[config.mk]
export PLATFORM = sky130hd
export DESIGN_NAME = mips_datapath
export DESIGN_NICKNAME = d
export VERILOG_FILES = /design/src/rtl/mips_pkg.sv /design/src/rtl/mips_alu.sv /design/src/rtl/mips_regfile.sv /design/src/rtl/mips_datapath.sv
export VERILOG_INCLUDE_DIRS = /design/src /design/src/rtl
export SDC_FILE = /design/constraint.sdc
export NUM_CORES = 2
export LEC_CHECK = 0
export BUFFER_PORTS_ARGS = -buffer_cell sky130_fd_sc_hd__buf_4
export CAP_MARGIN = 10
export CORE_MARGIN = 1.5
export CORE_UTILIZATION = 57
export DETAILED_ROUTE_END_ITERATION = 10
export GPL_TIMING_DRIVEN = 0
export PLACE_DENSITY_LB_ADDON = 0.2
export SYNTH_ARGS = -nofsm -noshare
export SYNTH_HDL_FRONTEND = slang
export SYNTH_SLANG_ARGS = --single-unit
[constraint.sdc]
create_clock -name clk -period 4.5 [get_ports clk]
set_input_delay 0.225 -clock clk [delete_from_list [all_inputs] [get_ports clk]]
set_output_delay 0.225 -clock clk [all_outputs]
set_load 0.05 [all_outputs]
[src/rtl/mips_config.svh]
// Sizes and memory map for core and bench; every access is a full word and RAM sits below GPIO
`ifndef MIPS_CONFIG_SVH
`define MIPS_CONFIG_SVH

`define MIPS_DATA_WIDTH      32            // Machine word
`define MIPS_REG_ADDR_WIDTH  5             // 32 architectural registers

`define MIPS_ROM_ADDR_WIDTH  6             // 64 program words
`define MIPS_RAM_ADDR_WIDTH  6             // 64 data words

`define MIPS_BOOT_ADDR       32'h0040_0000 // First fetch after reset, ROM word 0
`define MIPS_RAM_BASE        32'h0000_1000 // RAM word 0
`define MIPS_GPIO_ADDR       32'h0000_2000 // Single store-only GPIO register

`define MIPS_GPIO_WIDTH      8             // Low byte of the stored word

`endif

[src/rtl/mips_pkg.sv]
// Types for the multicycle core; enum values follow the standard MIPS-I encodings
`default_nettype none

`include "mips_config.svh"

package mips_pkg;

    typedef logic [`MIPS_DATA_WIDTH-1:0]     word_t;      // Data and addresses
    typedef logic [`MIPS_REG_ADDR_WIDTH-1:0] reg_addr_t;  // rs, rt, rd
    typedef logic [`MIPS_ROM_ADDR_WIDTH-1:0] rom_addr_t;  // Program word index
    typedef logic [`MIPS_GPIO_WIDTH-1:0]     gpio_t;      // GPIO output byte

    typedef enum logic [5:0] {
        OP_RTYPE = 6'h00,   // add, sub, and, or, slt
        OP_J     = 6'h02,
        OP_BEQ   = 6'h04,
        OP_ADDI  = 6'h08,
        OP_LW    = 6'h23,
        OP_SW    = 6'h2b
    } opcode_t;

    typedef enum logic [5:0] {
        FN_ADD = 6'h20,
        FN_SUB = 6'h22,
        FN_AND = 6'h24,
        FN_OR  = 6'h25,
        FN_SLT = 6'h2a      // Signed compare
    } funct_t;

    typedef enum logic [2:0] {
        ALU_ADD = 3'd0,
        ALU_SUB = 3'd1,
        ALU_AND = 3'd2,
        ALU_OR  = 3'd3,
        ALU_SLT = 3'd4
    } alu_op_t;

    typedef enum logic [3:0] {
        S_FETCH,
        S_DECODE,
        S_MEM_ADDR,
        S_MEM_READ,
        S_MEM_WRITEBACK,
        S_MEM_WRITE,
        S_EXECUTE,
        S_ALU_WRITEBACK,
        S_ADDI_EXECUTE,
        S_ADDI_WRITEBACK,
        S_BRANCH,
        S_JUMP
    } ctrl_state_t;

endpackage

`default_nettype wire

[src/rtl/mips_alu.sv]
// Purely combinational ALU with no overflow trap, and slt compares as signed two's complement
`default_nettype none

module mips_alu import mips_pkg::*; (
    input  word_t   a,          // PC or register A
    input  word_t   b,          // B, 4, immediate or shifted immediate
    input  alu_op_t op,
    output word_t   result,
    output logic    zero        // Used by beq after a subtract
);

    always_comb begin
        case (op)
            ALU_ADD: result = a + b;
            ALU_SUB: result = a - b;
            ALU_AND: result = a & b;
            ALU_OR:  result = a | b;
            ALU_SLT: result = ($signed(a) < $signed(b)) ? word_t'(1) : '0;
            default: result = '0;       // Unused encodings
        endcase
    end

    assign zero = (result == '0);

endmodule

`default_nettype wire

[src/rtl/mips_regfile.sv]
// Register file with reads that are not registered; register zero is never written
`default_nettype none

`include "mips_config.svh"

module mips_regfile import mips_pkg::*; (
    input  logic      clk,
    input  logic      reset,
    input  reg_addr_t ra1,      // rs
    input  reg_addr_t ra2,      // rt
    input  reg_addr_t wa,       // rt or rd
    input  word_t     wd,
    input  logic      we,
    output word_t     rd1,
    output word_t     rd2
);

    localparam int num_regs = 1 << `MIPS_REG_ADDR_WIDTH;

    word_t regs [0:num_regs-1];

    always_ff @(posedge clk) begin
        if (reset) begin
            for (int i = 0; i < num_regs; i++) begin
                regs[i] <= '0;                  // All registers start at zero
            end
        end else if (we && wa != '0) begin
            regs[wa] <= wd;                     // $zero stays hardwired
        end
    end

    assign rd1 = regs[ra1];
    assign rd2 = regs[ra2];

endmodule

`default_nettype wire

[src/rtl/mips_datapath.sv]
// Datapath for the multicycle core; A, B, ALUOut and MDR reload whenever their step comes
`default_nettype none

`include "mips_config.svh"

module mips_datapath import mips_pkg::*; (
    input  logic        clk,
    input  logic        reset,
    input  logic        pc_write,
    input  logic        branch,
    input  logic        iord,
    input  logic        ir_write,
    input  logic        mdr_write,
    input  logic        reg_write,
    input  logic        reg_dst,
    input  logic        mem_to_reg,
    input  logic        alu_src_a,
    input  logic [1:0]  alu_src_b,
    input  logic [1:0]  pc_src,
    input  alu_op_t     alu_op,
    input  word_t       mem_rdata,
    output opcode_t     opcode,
    output funct_t      funct,
    output logic        zero,
    output word_t       mem_addr,
    output word_t       mem_wdata
);

    word_t     pc;              // Program counter
    word_t     instr;           // Instruction register
    word_t     mdr;             // Memory data register
    word_t     reg_a;
    word_t     reg_b;
    word_t     alu_out;
    word_t     rd1;
    word_t     rd2;
    word_t     src_a;
    word_t     src_b;
    word_t     alu_result;
    word_t     sign_imm;
    word_t     branch_off;
    word_t     jump_addr;
    word_t     pc_next;
    word_t     wd;
    reg_addr_t wa;
    logic      pc_en;

    assign pc_en = pc_write | branch;       // branch is only high when taken

    always_ff @(posedge clk) begin
        if (reset) begin
            pc    <= `MIPS_BOOT_ADDR;
            instr <= '0;
        end else begin
            if (pc_en) begin
                pc <= pc_next;
            end
            if (ir_write) begin
                instr <= mem_rdata;
            end
        end
    end

    always_ff @(posedge clk) begin
        reg_a   <= rd1;                     // Operands follow the current IR
        reg_b   <= rd2;
        alu_out <= alu_result;
        if (mdr_write) begin
            mdr <= mem_rdata;
        end
    end

    assign opcode = opcode_t'(instr[31:26]);
    assign funct  = funct_t'(instr[5:0]);

    assign sign_imm   = {{16{instr[15]}}, instr[15:0]};
    assign branch_off = {sign_imm[`MIPS_DATA_WIDTH-3:0], 2'b00};    // Word offset to bytes
    assign jump_addr  = {pc[31:28], instr[25:0], 2'b00};           // Region of PC + 4

    assign wa = reg_dst ? instr[15:11] : instr[20:16];
    assign wd = mem_to_reg ? mdr : alu_out;

    mips_regfile regfile_i (
        .clk   (clk),
        .reset (reset),
        .ra1   (instr[25:21]),
        .ra2   (instr[20:16]),
        .wa    (wa),
        .wd    (wd),
        .we    (reg_write),
        .rd1   (rd1),
        .rd2   (rd2)
    );

    assign src_a = alu_src_a ? reg_a : pc;

    always_comb begin
        case (alu_src_b)
            2'b00:   src_b = reg_b;
            2'b01:   src_b = word_t'(4);            // Sequential fetch
            2'b10:   src_b = sign_imm;
            default: src_b = branch_off;
        endcase
    end

    mips_alu alu_i (
        .a      (src_a),
        .b      (src_b),
        .op     (alu_op),
        .result (alu_result),
        .zero   (zero)
    );

    always_comb begin
        case (pc_src)
            2'b00:   pc_next = alu_result;          // PC + 4 in fetch
            2'b01:   pc_next = alu_out;             // Target computed in decode
            default: pc_next = jump_addr;
        endcase
    end

    assign mem_addr  = iord ? alu_out : pc;
    assign mem_wdata = reg_b;

    // Data accesses come from base plus offset, which the program must keep aligned
    a_word_aligned: assert property (@(posedge clk) disable iff (reset)
        iord |-> mem_addr[1:0] == 2'b00)
        else $error("Unaligned data address %h", mem_addr);

endmodule

`default_nettype wire

==> impl_metrics.py <==
metrics = {
    "grt": {
        "grt_pass1_vias": 44041,
        "grt_usage_pct": 38.7,
        "grt-ovfl-total": 0,
        "grt_pass1_wl_microns": 307000,
        "antenna_found_initial": 22,
        "grt_max_degree": 33,
    },
    "worst_setup_path": {
        "path_buf_inv": 2,
        "r2r_setup_slack_ns": -0.06,
        "cp_top_family": "compound AO/OA/AOI/OAI gates",
        "crit_required_ns": 4.28,
        "cp_max_fo": 5,
        "slowest_stage": "o211ai_1",
        "critPathKind": "register to output port",
        "r2r-end": "regfile_i.regs[1][6]",
        "reg2regPathDepth": 8,
        "arrival_ns": 5.25,
        "cp-startpoint": "instr[8]",
        "max_stage_delay_ns": 0.47,
        "cp-end-kind": "output port",
        "critPathLaunchType": "register",
        "cp_cell_sequence": "mux2_4 -> a22o_4 -> ha_4 -> buf_12 -> nor3_4 -> o2111a_1 -> a21bo_4 -> o211ai_1 -> nand2_1 -> a221o_1 -> o211a_1 -> nand4bb_4 -> nor4b_4 -> nand4b_1 -> nor4_4 -> buf_6",
        "path_depth": 16,
        "r2r-start": "instr[16]",
        "crit_end": "zero",
    },
    "final_layout": {
        "multi_input_area_sq_um": 27500,
        "fillCellCount": 7999,
        "area_growth_pct": 14.2,
        "layout.cells.non_filler": 6528,
        "seq_area_sq_um": 34900,
        "final_util_pct": 65.8,
        "fin_nets": 5087,
        "drive_above_1_share_pct": 26.7,
    },
    "logic_synthesis": {
        "synth_edf_count": 1056,
        "syn_inst": 4562,
        "synth_seq_area_share_pct": 54.7,
        "synth_top_family_by_area": "multiplexers",
        "synth.distinct_cells": 84,
        "synthTopCellsByArea": "edfxtp_1 50%, mux4_2 23%, nor2_1 6.6%",
        "yosys.area_share.adder_pct": 2.06,
        "synth-xor-area-share_pct": 0.261,
        "synth_ff_type": "edfxtp_1",
        "synth_area_sq_um": 63800,
        "yosys.area.top_type": "edfxtp_1",
        "synth_top_area_share_pct": 49.7,
        "synthSimpleGateAreaFrac_pct": 8.98,
        "yosysWarnings": 0,
        "synth-seq-cells": 1216,
        "muxShareOfSynthArea_pct": 26.6,
        "synth-compound-area-share_pct": 3.95,
        "synth.avg_cell_area_sq_um": 14.0,
        "synthArstFlopShare_pct": 0,
    },
    "sta": {
        "setup-tns-final_ns": -2.71,
        "max_freq_mhz": 183,
        "hold_violations": 0,
        "post-route-min-period_ns": 5.48,
        "worst_hold_slack_ns": 0.0780,
        "finalWorstSetupSlack_ns": -0.975,
        "fin_crit_sh_pct": 122,
        "grt_setup_unrepaired": "yes",
        "worstMarginPinSlew_ns": 1.43,
        "finalMaxSlewViolations": 0,
        "setup_viol_count_final": 69,
        "fin_skew_ns": 0.0219,
        "slew_headroom_pct": 4.38,
    },
    "drt": {
        "final_antenna_net_count": 0,
        "drcViolationCount": 5,
        "drt_iter0_drc": 6096,
        "wl_per_cell_microns": 33.5,
        "wl_microns": 219000,
        "viasPerCell": 6.79,
        "first_pass_iters": 11,
        "vias": 44325,
    },
    "die": {
        "die_y_microns": 338,
        "pin_count": 127,
        "rows": 122,
        "core_sq_um": 111000,
        "die_x_microns": 338,
        "start_util_pct": 57.6,
        "die-area_sq_um": 114000,
    },
    "power": {
        "peakVddDrop_mv": 0.340,
        "p_leak_nw": 25.2,
        "power.density_nw_per_um2": 403,
    },
    "placed_design": {
        "dp_hpwl_microns": 166000,
        "portBuffers": 116,
        "place_congestion": 0.986,
        "place_inst": 6243,
    },
    "clock_network": {
        "clk_pin_slew_ns": 0.07,
        "cts-htree-levels": 3,
        "clock_path_buffers": 3,
        "tritoncts": "yes",
        "clock_sink_count": 1216,
        "numCtsBuffers": 118,
        "clock_latency_ns": 0.74,
        "cts_root_buf": "clkbuf_16",
    },
    "run_status": {
        "status": "finished, violations left",
        "violations": "design-rule violations, negative setup slack",
    },
    "flow_run": {
        "cap_violations": 0,
    },
    "hold_path": {
        "min_path_type": "input port to register",
    },
}
[worst min-delay path by stage]
stage | startpoint | endpoint | slack (ns) | depth (start not counted)
floorplan | mem_rdata[0] | mdr[0] | 0.32 | 0
global route | pc_write | pc[16] | 0.12 | 4
CTS | pc_write | pc[22] | 0.06 | 5
finish | pc_write | pc[16] | 0.08 | 4
global placement | mem_rdata[29] | mdr[29] | 0.41 | 1
detailed placement | mem_rdata[30] | mdr[30] | 0.41 | 1
[per-stage QoR]
step / worst slack, ns / power [mW] / area, sq um
2_1_floorplan: 0.0506 / 16.9 / 64000
3_3_place_gp: -2.17 / 18.9 / 66700
3_5_place_dp: -2.13 / 19.1 / 67800
4_1_cts: -0.875 / 29.0 / 72400
5_1_grt: -1.06 / 30.1 / 72900
6_report: -0.975 / 29.4 / 72900
[cells in the final DEF, fill, tap and decap left out, types with 31 or more instances in the layout]
cell type      instances
nor2_1              1112
edfxtp_1            1056
mux4_2               641
clkbuf_1             355
buf_4                151
dfxtp_1              147
mux2_2               141
clkbuf_16            129
nand2_1              126
inv_1                106
mux2i_1               92
ha_1                  88
a21oi_1               84
buf_1                 67
o21ai_0               61
buf_12                33
dlygate4sd3_1         33
conb_1                32
nand2b_2              31
[final cells by class]
class	count	share of cell area (%)
sequential	1216	47.9
tap	1488	2.55
multi-input combinational	2815	37.7
antenna	5	0.0172
clock inverter	73	0.688
inverter	110	0.573
buffer	443	2.48
clock buffer	149	4.60
timing repair buffer	229	3.42
[report_power, final]
| group | internal, mW | total [mW] | switching [mW] |
|---|---|---|---|
| clock | 5.54 | 9.94 | 4.40 |
| sequential | 12.8 | 13.2 | 0.385 |
| combinational | 2.33 | 6.26 | 3.93 |
| total | 20.7 | 29.4 | 8.72 |
[metal layers]
| metal | global-route usage (%) | part of all wire [%] |
|---|---|---|
| met3 | 13.9 | 14 |
| met2 | 61.2 | 47 |
| met1 | 46.8 | 33 |
| met5 | 0 | 0.21 |
| met4 | 20.5 | 6.1 |
[kinds of logic after synthesis]
kind of cell / count (synthesis)
compound gates: 369
xor+xnor: 19
fa+ha+maj: 104
buf+inv: 562
flops: 1216
mux: 878
other cells: 1
simple gates: 1413
[state kept, by name, summed over array words and instances (netlist names)]
name            cells
mdr                32
alu_out            32
instr              32
mem_wdata          32
regfile_i.regs   1024
pc                 32
reg_a              32
[Yosys cell counts, drive strengths merged (15+ instances only)]
cell type / n
a211oi: 23
a21o: 27
a21oi: 95
a22o: 15
buf: 89
clkbuf: 363
dfxtp: 160
edfxtp: 1056
ha: 102
inv: 109
mux2: 143
mux2i: 94
mux4: 641
nand2: 128
nand2b: 49
nand3: 18
nor2: 1116
nor2b: 15
nor3: 29
o211ai: 21
o21ai: 69
[tightest hold or removal path: cells and delay by family]
family	cells	cell delay, ns
AO/OA/AOI/OAI	1	0.25
AND/OR/NAND/NOR	2	0.20
buffers and inverters	1	0.08
[timing repair]
item / 4_1_cts / 5_1_grt
pin swaps: 21 / 19
hold buffers: 33 / 0
resized for setup: 94 / 51
cloned: 0 / 1
endpoints found under the hold margin: 74 / 0
buffers inserted: 14 / 8
endpoints found under the setup margin: 107 / 76
Power figures use the tool's default switching activity.
