$ cat config.mk
export PLATFORM = sky130hd
export DESIGN_NAME = mips_control
export DESIGN_NICKNAME = d
export VERILOG_FILES = /design/src/rtl/mips_pkg.sv /design/src/rtl/mips_control.sv
export VERILOG_INCLUDE_DIRS = /design/src /design/src/rtl
export SDC_FILE = /design/constraint.sdc
export NUM_CORES = 1
export LEC_CHECK = 0
export BUFFER_PORTS_ARGS = -buffer_cell sky130_fd_sc_hd__buf_2
export CAP_MARGIN = 20
export CORE_AREA = 2 2 39 41
export DETAILED_ROUTE_END_ITERATION = 7
export DIE_AREA = 0 0 41 43
export GPL_TIMING_DRIVEN = 0
export HOLD_SLACK_MARGIN = 0.06
export PLACE_DENSITY = 0.72
export SLEW_MARGIN = 10
export SYNTH_ARGS = -nofsm -noshare
export SYNTH_HDL_FRONTEND = slang
export SYNTH_SLANG_ARGS = --single-unit
$ cat constraint.sdc
create_clock -name clk -period 3.8 [get_ports clk]
set_clock_uncertainty 0.1 [all_clocks]
set_input_delay 1.14 -clock clk [delete_from_list [all_inputs] [get_ports clk]]
set_output_delay 1.14 -clock clk [all_outputs]
set_load 0.05 [all_outputs]
$ cat src/rtl/mips_config.svh
// Sizes and memory map for core and bench; every access is a full word and RAM sits below GPIO
`ifndef MIPS_CONFIG_SVH
`define MIPS_CONFIG_SVH

`define MIPS_DATA_WIDTH      32            // Machine word
`define MIPS_REG_ADDR_WIDTH  5             // 32 architectural registers

`define MIPS_ROM_ADDR_WIDTH  6             // 64 program words
`define MIPS_RAM_ADDR_WIDTH  6             // 64 data words

`define MIPS_BOOT_ADDR       32'h0040_0000 // First fetch after reset, ROM word 0
`define MIPS_RAM_BASE        32'h0000_1000 // RAM word 0
`define MIPS_GPIO_ADDR       32'h0000_2000 // Single store-only GPIO register

`define MIPS_GPIO_WIDTH      8             // Low byte of the stored word

`endif

$ cat src/rtl/mips_pkg.sv
// Types for the multicycle core; enum values follow the standard MIPS-I encodings
`default_nettype none

`include "mips_config.svh"

package mips_pkg;

    typedef logic [`MIPS_DATA_WIDTH-1:0]     word_t;      // Data and addresses
    typedef logic [`MIPS_REG_ADDR_WIDTH-1:0] reg_addr_t;  // rs, rt, rd
    typedef logic [`MIPS_ROM_ADDR_WIDTH-1:0] rom_addr_t;  // Program word index
    typedef logic [`MIPS_GPIO_WIDTH-1:0]     gpio_t;      // GPIO output byte

    typedef enum logic [5:0] {
        OP_RTYPE = 6'h00,   // add, sub, and, or, slt
        OP_J     = 6'h02,
        OP_BEQ   = 6'h04,
        OP_ADDI  = 6'h08,
        OP_LW    = 6'h23,
        OP_SW    = 6'h2b
    } opcode_t;

    typedef enum logic [5:0] {
        FN_ADD = 6'h20,
        FN_SUB = 6'h22,
        FN_AND = 6'h24,
        FN_OR  = 6'h25,
        FN_SLT = 6'h2a      // Signed compare
    } funct_t;

    typedef enum logic [2:0] {
        ALU_ADD = 3'd0,
        ALU_SUB = 3'd1,
        ALU_AND = 3'd2,
        ALU_OR  = 3'd3,
        ALU_SLT = 3'd4
    } alu_op_t;

    typedef enum logic [3:0] {
        S_FETCH,
        S_DECODE,
        S_MEM_ADDR,
        S_MEM_READ,
        S_MEM_WRITEBACK,
        S_MEM_WRITE,
        S_EXECUTE,
        S_ALU_WRITEBACK,
        S_ADDI_EXECUTE,
        S_ADDI_WRITEBACK,
        S_BRANCH,
        S_JUMP
    } ctrl_state_t;

endpackage

`default_nettype wire

$ cat src/rtl/mips_control.sv
// Moore FSM with a fixed step count per instruction, so nothing can stall it
`default_nettype none

module mips_control import mips_pkg::*; (
    input  logic        clk,
    input  logic        reset,
    input  opcode_t     opcode,     // From the instruction register
    input  funct_t      funct,
    input  logic        zero,       // ALU compare result
    output logic        pc_write,   // Unconditional PC update
    output logic        branch,     // Taken beq, already qualified by zero
    output logic        iord,       // 0 fetch from PC, 1 data from ALUOut
    output logic        mem_write,
    output logic        ir_write,
    output logic        mdr_write,
    output logic        reg_write,
    output logic        reg_dst,    // 0 rt, 1 rd
    output logic        mem_to_reg, // 0 ALUOut, 1 MDR
    output logic        alu_src_a,  // 0 PC, 1 A
    output logic [1:0]  alu_src_b,  // B, 4, imm, imm << 2
    output logic [1:0]  pc_src,     // ALU result, ALUOut, jump target
    output alu_op_t     alu_op
);

    ctrl_state_t state, state_next;

    always_ff @(posedge clk) begin
        if (reset) begin
            state <= S_FETCH;
        end else begin
            state <= state_next;
        end
    end

    always_comb begin
        state_next = S_FETCH;                       // Every sequence ends back at fetch
        case (state)
            S_FETCH:  state_next = S_DECODE;
            S_DECODE: begin
                case (opcode)
                    OP_RTYPE:     state_next = S_EXECUTE;
                    OP_ADDI:      state_next = S_ADDI_EXECUTE;
                    OP_LW, OP_SW: state_next = S_MEM_ADDR;
                    OP_BEQ:       state_next = S_BRANCH;
                    OP_J:         state_next = S_JUMP;
                    default:      state_next = S_FETCH;  // Treated as a nop
                endcase
            end
            S_MEM_ADDR:     state_next = (opcode == OP_LW) ? S_MEM_READ : S_MEM_WRITE;
            S_MEM_READ:     state_next = S_MEM_WRITEBACK;
            S_EXECUTE:      state_next = S_ALU_WRITEBACK;
            S_ADDI_EXECUTE: state_next = S_ADDI_WRITEBACK;
            default:        state_next = S_FETCH;
        endcase
    end

    always_comb begin
        pc_write   = 1'b0;
        branch     = 1'b0;
        iord       = 1'b0;
        mem_write  = 1'b0;
        ir_write   = 1'b0;
        mdr_write  = 1'b0;
        reg_write  = 1'b0;
        reg_dst    = 1'b0;
        mem_to_reg = 1'b0;
        alu_src_a  = 1'b0;
        alu_src_b  = 2'b00;
        pc_src     = 2'b00;
        alu_op     = ALU_ADD;
        case (state)
            S_FETCH: begin
                ir_write  = 1'b1;                   // Latch instruction at PC
                pc_write  = 1'b1;                   // PC <= PC + 4
                alu_src_b = 2'b01;
            end
            S_DECODE: begin
                alu_src_b = 2'b11;                  // Branch target into ALUOut
            end
            S_MEM_ADDR, S_ADDI_EXECUTE: begin
                alu_src_a = 1'b1;                   // A + sign-extended imm
                alu_src_b = 2'b10;
            end
            S_MEM_READ: begin
                iord      = 1'b1;
                mdr_write = 1'b1;
            end
            S_MEM_WRITEBACK: begin
                reg_write  = 1'b1;                  // rt <= MDR
                mem_to_reg = 1'b1;
            end
            S_MEM_WRITE: begin
                iord      = 1'b1;
                mem_write = 1'b1;                   // Store B
            end
            S_EXECUTE: begin
                alu_src_a = 1'b1;
                case (funct)
                    FN_SUB:  alu_op = ALU_SUB;
                    FN_AND:  alu_op = ALU_AND;
                    FN_OR:   alu_op = ALU_OR;
                    FN_SLT:  alu_op = ALU_SLT;
                    default: alu_op = ALU_ADD;      // add and unknown functs
                endcase
            end
            S_ALU_WRITEBACK: begin
                reg_write = 1'b1;                   // rd <= ALUOut
                reg_dst   = 1'b1;
            end
            S_ADDI_WRITEBACK: begin
                reg_write = 1'b1;                   // rt <= ALUOut
            end
            S_BRANCH: begin
                alu_src_a = 1'b1;
                alu_op    = ALU_SUB;                // A - B, equal gives zero
                branch    = zero;                   // Forms the PC enable
                pc_src    = 2'b01;
            end
            S_JUMP: begin
                pc_write = 1'b1;
                pc_src   = 2'b10;
            end
            default: ;
        endcase
    end

    // The datapath must present a decodable instruction when the FSM dispatches on it
    a_known_opcode: assert property (@(posedge clk) disable iff (reset)
        state == S_DECODE |-> opcode inside {OP_RTYPE, OP_ADDI, OP_LW, OP_SW, OP_BEQ, OP_J})
        else $error("Unsupported opcode %0h at decode", opcode);

endmodule

`default_nettype wire

==> run metrics, run 1 <==
Rows=14; WL/cell=~11 µm; Antenna Violating Nets Remaining=0; Crit. End Element=output port; CTS tree=built; worst-path fanout max=3; final WL=between 1000 and 1500 µm; Via-to-Cell Ratio=5.279; Sink Count=4; Slew HR=between 60% and 70%; DP Worst Slack=just under 0.2 ns; initial antenna violation count=0; clock tree root buffer cell=clkbuf_4; Tcrit/Tclk final=between 90% and 100%; vias=644; hold worst-path end=state[0]; Post-CTS Resized=0; Worst-Margin Slew=between 0.4 and 0.5 ns; FFs w/ async S/R, synth=0%; reg-to-reg endpoint=state[3]; Setup Fix Bufs, Post-CTS=0; filler cell count=145; Layout Nets=123; global route overflow=0; Core Box Area=roughly 0.0014 mm²; Distinct cells, synth=34; commonest non-fill, non-tap cell in the layout=buf_2; vias in the first global route=between 500 and 600; most frequent cells in the layout=buf_2 (33), nor2_1 (13), nand2_1 (5); hold path start=state[2]; Die Area=between 0.0015 and 0.002 mm²; number of synthesized register bits=4; layout cells sized above 1=between 40% and 50%; RSZ-0062 raised after global routing=false; ANT cells=0; top_reg_cell synth=dfxtp_1; critical path type=in2out; Mapped Avg Cell Area=6.864 µm²; Synth Cell Area=~490 µm²; register bank with the most flops=state; Hold Fails Final Rpt=0; worst skew pair latency=about 0.23 ns; # Max-Cap Violations=0; initial DRC count=6; RD Place Congestion=~0.8; CP startpoint kind=primary input; max FFs per register=4; Synthesis Warnings=0; Leakage=roughly 0.00033 µW; Worst Hold Class=reg2reg; f_max=~280 MHz; FF-to-FF path depth=5; Ports=32; first drt pass iteration count=4; first-pass GRT wire length=~2100 µm; RR Startpoint=state[2]; number of synthesized flops with an enable pin=0; number of buffers created by CTS=3; r2r setup slk=~2.3 ns; Synthesized Nets=87; Starting Density=about 36%; biggest regs=state x4; Die X-Extent=41 µm; Reg clk slew, reported paths=approximately 0.040 ns; dpl hpwl=around 1100 µm; CTS H-Tree Depth=1; fin. max-slew vios=0; worst setup margin=0.1998 ns; Hold Path Depth=3; pwr dens=212.4 mW/mm²; largest net degree at the start of global routing=11; maximum vdd ir drop=around 180 µV; hold buffer count at CTS=0; CP required=roughly 2.6 ns; CTS Buffer Depth=2; # setup viols final=0; Layout area overhead=43.04%; height of the die=43 µm; Tmin final=around 3.6 ns; total track usage=around 17%; DRC violations left=0; setup TNS=0 ns; Synth Instances=between 70 and 80; Worst Path Arrival=approximately 2.4 ns; port bufs=31; sequential element share of the synthesized area=around 16%; final core utilization=a little over 50%; status=finished, final reports clean
## per-stage QoR
step | hold WS (ns) | area, µm² | std cells | total power, µW
3_3_place_gp | 0.5560 | 684.4 | 119 | 97.60
6_report | 0.5560 | 706.9 | 122 | 150.2
3_5_place_dp | 0.5570 | 684.4 | 119 | 98.63
5_1_grt | 0.6093 | 706.9 | 122 | 160.3
4_1_cts | 0.5640 | 706.9 | 122 | 153.7
2_1_floorplan | 0.4985 | 509.2 | 72 | 79.97
## how the worst max path moves through the flow
stage              from   endpoint  slack [ns]
3_5_place_dp   funct[4]  alu_op[1]        0.19
2_1_floorplan  funct[4]  alu_op[0]        0.09
5_1_grt        funct[4]  alu_op[1]        0.18
3_3_place_gp   funct[4]  alu_op[0]        0.21
6_report       funct[4]  alu_op[1]        0.20
4_1_cts        funct[4]  alu_op[1]        0.19
## power by group
part	leakage, µW	internal, µW	switching [µW]	total, µW
Sequential	0.0000326	43.5	2.23	45.8
Combinational	0.000282	18.3	34.1	52.3
Clock	0.0000138	35.3	16.8	52.1
Total	0.000329	97.1	53.1	150
## Yosys cell counts (all sizes together), types with 2 or more instances
library cell | n | area share [%]
dfxtp | 4 | 16
or2 | 2 | 2.5
nand3 | 3 | 3.0
nor2 | 13 | 9.9
nor2b | 2 | 2.5
nand2b | 3 | 5.3
and2 | 2 | 2.5
buf | 3 | 2.8
nor4 | 4 | 5.1
a21oi | 3 | 3.0
o21ai | 2 | 2.0
o21bai | 2 | 3.0
o22ai | 3 | 3.8
nand2 | 5 | 3.8
xnor2 | 2 | 3.5
nor3 | 3 | 3.0
## cell type report
| cell class | count | area [µm²] | share of cell area [%] |
|---|---|---|---|
| Inverter | 1 | 3.754 | 0.5310 |
| Timing Repair Buffer | 31 | 155.1 | 21.95 |
| Sequential cell | 4 | 80.08 | 11.33 |
| Clock buffer | 3 | 22.52 | 3.186 |
| Tap cell | 16 | 20.02 | 2.832 |
| Multi-Input combinational cell | 63 | 407.9 | 57.70 |
| Buffer | 4 | 17.52 | 2.478 |
## cell families (layout without fill, tap and decap cells)
family / count (synthesis) / in the layout / share of synthesized area (%)
simple gates: 43 / 43 / 48.86
buf+inv: 5 / 39 / 4.302
compound gates: 16 / 16 / 23.29
mux: 1 / 1 / 2.025
flops: 4 / 4 / 16.20
xor+xnor: 3 / 3 / 5.317
## critical path: stages
cell and delay, ns:
buf_2 0.10, or4b_4 0.57, nor4b_4 0.26, buf_2 0.30
## layer usage
layer | wire, µm | up-vias | global-route usage (%)
met3 | 84 | 0 | 6.283
met2 | 660 | 21 | 27.81
met5 | 0 | - | 0
met1 | 620 | 287 | 20.58
met4 | 0 | 0 | 0
li1 | - | 336 | -
Note: power is estimated with default switching activity, not from simulation.
==> inputs of run 2 (changes only) <==
- CELL_PAD_IN_SITES_DETAIL_PLACEMENT: unset -> 0
- CELL_PAD_IN_SITES_GLOBAL_PLACEMENT: unset -> 1
- CORE_AREA: 2 2 39 41 -> unset
- CORE_UTILIZATION: unset -> 28
- CTS_CLUSTER_SIZE: unset -> 16
- DIE_AREA: 0 0 41 43 -> unset
- PLACE_DENSITY: 0.72 -> unset
- PLACE_DENSITY_LB_ADDON: unset -> 0.1
==> run 2 against run 1 <==
The flow now finishes with violations (design-rule violations). Sequential share of layout area stayed put. Sequential cell count stayed put. Worst hold slack better by 0.042 ns. First-iteration DRC count is 83% higher. Non-clock buffer count stayed put. Largest cell class unchanged. Largest power group unchanged.
==> run metrics, run 2 (synthesis results as in run 1) <==
status=finished, violations left (was finished, final reports clean); failing checks=design-rule violations; Leakage=0.0003287 µW (unchanged); Post-CTS Resized=0 (unchanged); Switching Fraction=35.11% (was 35.35%); commonest non-fill, non-tap cell in the layout=buf_2 (unchanged); CTS Buffer Depth=2 (unchanged); Worst Path Arrival=2.35 ns (was 2.36 ns); hold buffer count at CTS=0 (unchanged); worst-path fanout max=3 (unchanged); total track usage=15.43% (was 16.57%); final core utilization=44.84% (was 51.09%); maximum vdd ir drop=134.5 µV (was 177.1 µV); Worst-Margin Slew=0.4591 ns (was 0.4664 ns); pwr dens=211.6 mW/mm² (was 212.4 mW/mm²); most used cell, CP=buf_2 (unchanged); Hold Fails Final Rpt=0 (unchanged); CP required=2.56 ns (about the same); # Max-Cap Violations=0 (unchanged); Layout Nets=123 (unchanged); Int Pwr=97.06 µW (was 97.08 µW); first drt pass iteration count=6 (was 4); P_sw=52.52 µW (was 53.07 µW); DRC violations left=2 (was 0); max FFs per register=4 (unchanged); Flop pwr share=30.6% (was 30.5%); RR Startpoint=state[2] (unchanged); vias=640 (was 644); filler cell count=182 (was 145); FF-to-FF path depth=5 (unchanged); vias in the first global route=548 (was 531); Slew HR=69.11% (was 68.62%); global route overflow=0 (unchanged); height of the die=44.01 µm (was 43 µm); dpl hpwl=1127 µm (was 1115 µm); Tmin final=3.586 ns (was 3.600 ns); CTS tree=built (unchanged); fin. max-slew vios=0 (unchanged); initial antenna violation count=0 (unchanged); CP startpoint kind=primary input (unchanged); initial DRC count=11 (was 6); biggest regs=state x4 (unchanged); r2r setup slk=2.21 ns (was 2.28 ns); max incr delay on CP=0.56 ns (was 0.57 ns); WL/cell=11.06 µm (was 11.18 µm); register bank with the most flops=state (unchanged); power share of the clock group=34.3% (was 34.7%); # setup viols final=0 (unchanged); slowest stage cell, crit path=or4b_4 (unchanged); f_max=278.8 MHz (was 277.8 MHz); critical path's top delay family=simple AND/OR/NAND/NOR gates (unchanged); CP cell instances=buf_2, or4b_4, nor4b_4, buf_2 (unchanged); RD Place Congestion=0.7177 (was 0.8046); Crit. Startpoint=funct[4] (unchanged); Via-to-Cell Ratio=5.246 (was 5.279); Die Area=0.001937 mm² (was 0.001763 mm²); Tcrit/Tclk final=94.38% (was 94.74%); worst hold slack=0.5978 ns (was 0.5560 ns); CTS H-Tree Depth=1 (unchanged); port bufs=31 (unchanged); Core Box Area=0.001577 mm² (was 0.001384 mm²); WP depth=4 (unchanged); final WL=1349 µm (was 1364 µm); reg-to-reg endpoint=state[3] (unchanged); Crit. End Element=output port (unchanged); worst skew pair latency=0.23 ns (about the same); layout cells sized above 1=40.57% (unchanged); Setup Fix Bufs, Post-CTS=0 (unchanged); Buf/Inv on CP=2 (unchanged); Ports=32 (unchanged); Reg clk slew, reported paths=0.04 ns (about the same); RSZ-0062 raised after global routing=false (unchanged); Starting Density=31.35% (was 35.71%); ANT cells=0 (unchanged); largest net degree at the start of global routing=11 (unchanged); setup TNS=0 ns (unchanged); most frequent cells in the layout=buf_2 (33), nor2_1 (13), nand2_1 (5) (unchanged); Rows=14 (unchanged); Sink Count=4 (unchanged); number of buffers created by CTS=3 (unchanged); Layout area overhead=43.04% (unchanged); first-pass GRT wire length=2290 µm (was 2097 µm); Antenna Violating Nets Remaining=0 (unchanged); Die X-Extent=44.01 µm (was 41 µm); critical path endpoint=alu_op[1] (unchanged); clock tree root buffer cell=clkbuf_4 (unchanged); combinational share of power=35.1% (was 34.8%); critical path type=in2out (unchanged); Worst Hold Class=reg2reg (unchanged)
run 2: cell counts in the layout (fill, tap and decap cells not counted):
No cell type changed its count.
run 2: cell type report:
| cell class | count | area, µm² | share of cell area (%) |
|---|---|---|---|
| Inverter | 1 | 3.754 | 0.5310 |
| Sequential cell | 4 | 80.08 | 11.33 |
| Tap cell | 16 | 20.02 | 2.832 |
| Clock buffer | 3 | 22.52 | 3.186 |
| Timing Repair Buffer | 31 | 155.1 | 21.95 |
| Buffer | 4 | 17.52 | 2.478 |
| Multi-Input combinational cell | 63 | 407.9 | 57.70 |
run 2: power by group through the flow:
stage,Clock (µW),Sequential (µW),Combinational [µW]
final,51.4,45.7,52.5
after global routing,57.5,46.1,57.6
after CTS,54.3,45.8,52.9
after detailed placement,0,46.5,52.8
after global placement,0,46.5,52.1
after floorplan,0,45.8,34.2
run 2: worst min path at each step:
stage	start	endpoint	slack, ns	cells after the start
after floorplan	state[2]	state[0]	0.50	3
after detailed placement	state[2]	state[0]	0.59	3
after global placement	state[2]	state[0]	0.57	3
after CTS	state[2]	state[0]	0.59	3
final	state[2]	state[0]	0.60	3
after global routing	state[2]	state[0]	0.65	3
run 2: worst reg2reg max path, stage by stage, from the launching register on:
cell and delay [ns]:
dfxtp_1 0.37, buf_1 0.38, nor2_1 0.11, o21bai_1 0.21, a21oi_1 0.13, and3_1 0.18
run 2: per-layer routing:
layer,vias to the layer above,wire length [µm],GRT usage [%]
met2,20,611,24.71
met3,0,82,3.673
met1,286,655,20.95
met4,0,0,3.636
li1,334,-,-
met5,-,0,0
run 2: stage by stage:
| step | setup slack, ns | cell area [µm²] | std cells | total power (µW) |
|---|---|---|---|---|
| detailed placement | 0.2025 | 684.4 | 119 | 99.26 |
| global placement | 0.2129 | 684.4 | 119 | 98.61 |
| floorplan | 0.08770 | 509.2 | 72 | 79.97 |
| global route | 0.1837 | 706.9 | 122 | 161.2 |
| CTS | 0.2000 | 706.9 | 122 | 153.0 |
| finish | 0.2136 | 706.9 | 122 | 149.6 |
==> inputs of run 3 (changes only) <==
- RECOVER_POWER: unset -> 100
==> run 3 against run 2 <==
The flow still finishes with violations (design-rule violations). Clock-buffer cell count stayed put. Non-clock buffer count unchanged. Total power down 0.74%. Worst hold slack barely moved. Via count is 0.47% lower. Critical path type unchanged.
==> run metrics, run 3 (synthesis results as in run 1) <==
Switching Fraction=35.70% (was 35.11%); CTS Buffer Depth=2 (unchanged); initial DRC count=11 (unchanged); combinational share of power=34.4% (was 35.1%); RD Place Congestion=0.7177 (unchanged); # setup viols final=0 (unchanged); first-pass GRT wire length=2290 µm (unchanged); global route overflow=0 (unchanged); CP startpoint kind=primary input (unchanged); Core Box Area=0.001577 mm² (unchanged); CTS H-Tree Depth=1 (unchanged); port bufs=31 (unchanged); RSZ-0062 raised after global routing=false (unchanged); number of buffers created by CTS=3 (unchanged); Tcrit/Tclk final=95.41% (was 94.38%); P_sw=53.00 µW (was 52.52 µW); Hold Fails Final Rpt=0 (unchanged); DRC violations left=2 (unchanged); clock tree root buffer cell=clkbuf_4 (unchanged); layout cells sized above 1=24.53% (was 40.57%); WL/cell=11.30 µm (was 11.06 µm); failing checks=design-rule violations (unchanged); first drt pass iteration count=6 (unchanged); worst-path fanout max=3 (unchanged); hold buffer count at CTS=0 (unchanged); largest net degree at the start of global routing=11 (unchanged); maximum vdd ir drop=134.1 µV (was 134.5 µV); Layout area overhead=38.73% (was 43.04%); f_max=275.8 MHz (was 278.8 MHz); power share of the clock group=34.8% (was 34.3%); final WL=1378 µm (was 1349 µm); Die Area=0.001937 mm² (unchanged); max FFs per register=4 (unchanged); dpl hpwl=1127 µm (unchanged); CP required=2.56 ns (about the same); CTS tree=built (unchanged); status=finished, violations left (unchanged); Die X-Extent=44.01 µm (unchanged); height of the die=44.01 µm (unchanged); vias in the first global route=548 (unchanged); Reg clk slew, reported paths=0.04 ns (about the same); ANT cells=0 (unchanged); Worst-Margin Slew=0.5971 ns (was 0.4591 ns); biggest regs=state x4 (unchanged); Via-to-Cell Ratio=5.221 (was 5.246); Antenna Violating Nets Remaining=0 (unchanged); vias=637 (was 640); Setup Fix Bufs, Post-CTS=0 (unchanged); Sink Count=4 (unchanged); Flop pwr share=30.8% (was 30.6%); Worst Path Arrival=2.39 ns (was 2.35 ns); Crit. End Element=output port (unchanged); critical path type=in2out (unchanged); initial antenna violation count=0 (unchanged); # Max-Cap Violations=0 (unchanged); worst skew pair latency=0.23 ns (about the same); Int Pwr=95.48 µW (was 97.06 µW); critical path's top delay family=simple AND/OR/NAND/NOR gates (unchanged); Ports=32 (unchanged); setup TNS=0 ns (unchanged); Slew HR=60.36% (was 69.11%); most frequent cells in the layout=clkbuf_1 (19), buf_2 (14), nor2_1 (13) (was buf_2 (33), nor2_1 (13), nand2_1 (5)); Worst Hold Class=reg2reg (unchanged); pwr dens=216.5 mW/mm² (was 211.6 mW/mm²); register bank with the most flops=state (unchanged); Starting Density=31.35% (unchanged); Tmin final=3.626 ns (was 3.586 ns); fin. max-slew vios=0 (unchanged); Post-CTS Resized=0 (unchanged); CP cell instances=buf_2, or4b_4, nor2_1, clkbuf_1 (was buf_2, or4b_4, nor4b_4, buf_2); Buf/Inv on CP=2 (unchanged); total track usage=15.43% (unchanged); Leakage=0.0002623 µW (was 0.0003287 µW); commonest non-fill, non-tap cell in the layout=clkbuf_1 (was buf_2); DP Worst Slack=0.2025 ns (unchanged); Rows=14 (unchanged); slowest stage cell, crit path=or4b_4 (unchanged); Layout Nets=123 (unchanged); worst setup margin=0.1743 ns (was 0.2136 ns); max incr delay on CP=0.56 ns (about the same)
-- run 3: cell types whose count changed in the layout (fill, tap and decap cells not counted), sizes merged --
cell / previous run / this run
buf: 34 / 14
clkbuf: 4 / 24
-- run 3: worst min-delay path: cells and delay by family, from the launching register on --
kind / cells / cell delay [ns]
and+or+nand+nor: 1 / 0.17
DFF: 1 / 0.32
AOI/OAI and AO/OA: 1 / 0.08
buffers and inverters: 1 / 0.07
-- run 3: area by class of cell --
type                       instances  area (µm²)
inverter                           1       3.754
clock buffer                       3       22.52
multi-input combinational         63       407.9
tap                               16       20.02
buffer                             4       16.27
timing repair buffer              31       135.1
sequential                         4       80.08
fill                             195       890.9
-- run 3: final timing paths --
path	from	end	slack [ns]	depth (start not counted)
worst min-delay path	state[3]	state[3]	0.60	3
worst min register to register	state[3]	state[3]	0.60	3
worst max register to register	state[1]	state[3]	2.13	5
worst max-delay path	funct[4]	alu_op[2]	0.17	4
-- run 3: metal layers --
layer,global-route usage (%),share of wire (%),routed length [µm]
met1,20.95,49,673
met2,24.71,45,614
met3,3.673,6.5,90
met4,3.636,0,0
met5,0,0,0
-- run 3: power groups by stage --
stage / logic, µW / clock network, µW / registers [µW]
6_report: 51.1 / 51.6 / 45.7
4_1_cts: 52.9 / 54.3 / 45.8
3_3_place_gp: 52.1 / 0 / 46.5
3_5_place_dp: 52.8 / 0 / 46.5
2_1_floorplan: 34.2 / 0 / 45.8
5_1_grt: 56.1 / 57.5 / 46.1
-- run 3: metrics by stage --
step	instances	hold WS [ns]	utilization (%)	total power (µW)	instance area (µm²)
3_5_place_dp	119	0.5896	43.41	99.26	684.4
4_1_cts	122	0.5946	44.84	153.0	706.9
6_report	122	0.5976	43.49	148.5	685.7
2_1_floorplan	72	0.4985	-	79.97	509.2
5_1_grt	122	0.6553	43.49	159.7	685.7
3_3_place_gp	119	0.5715	43.41	98.61	684.4
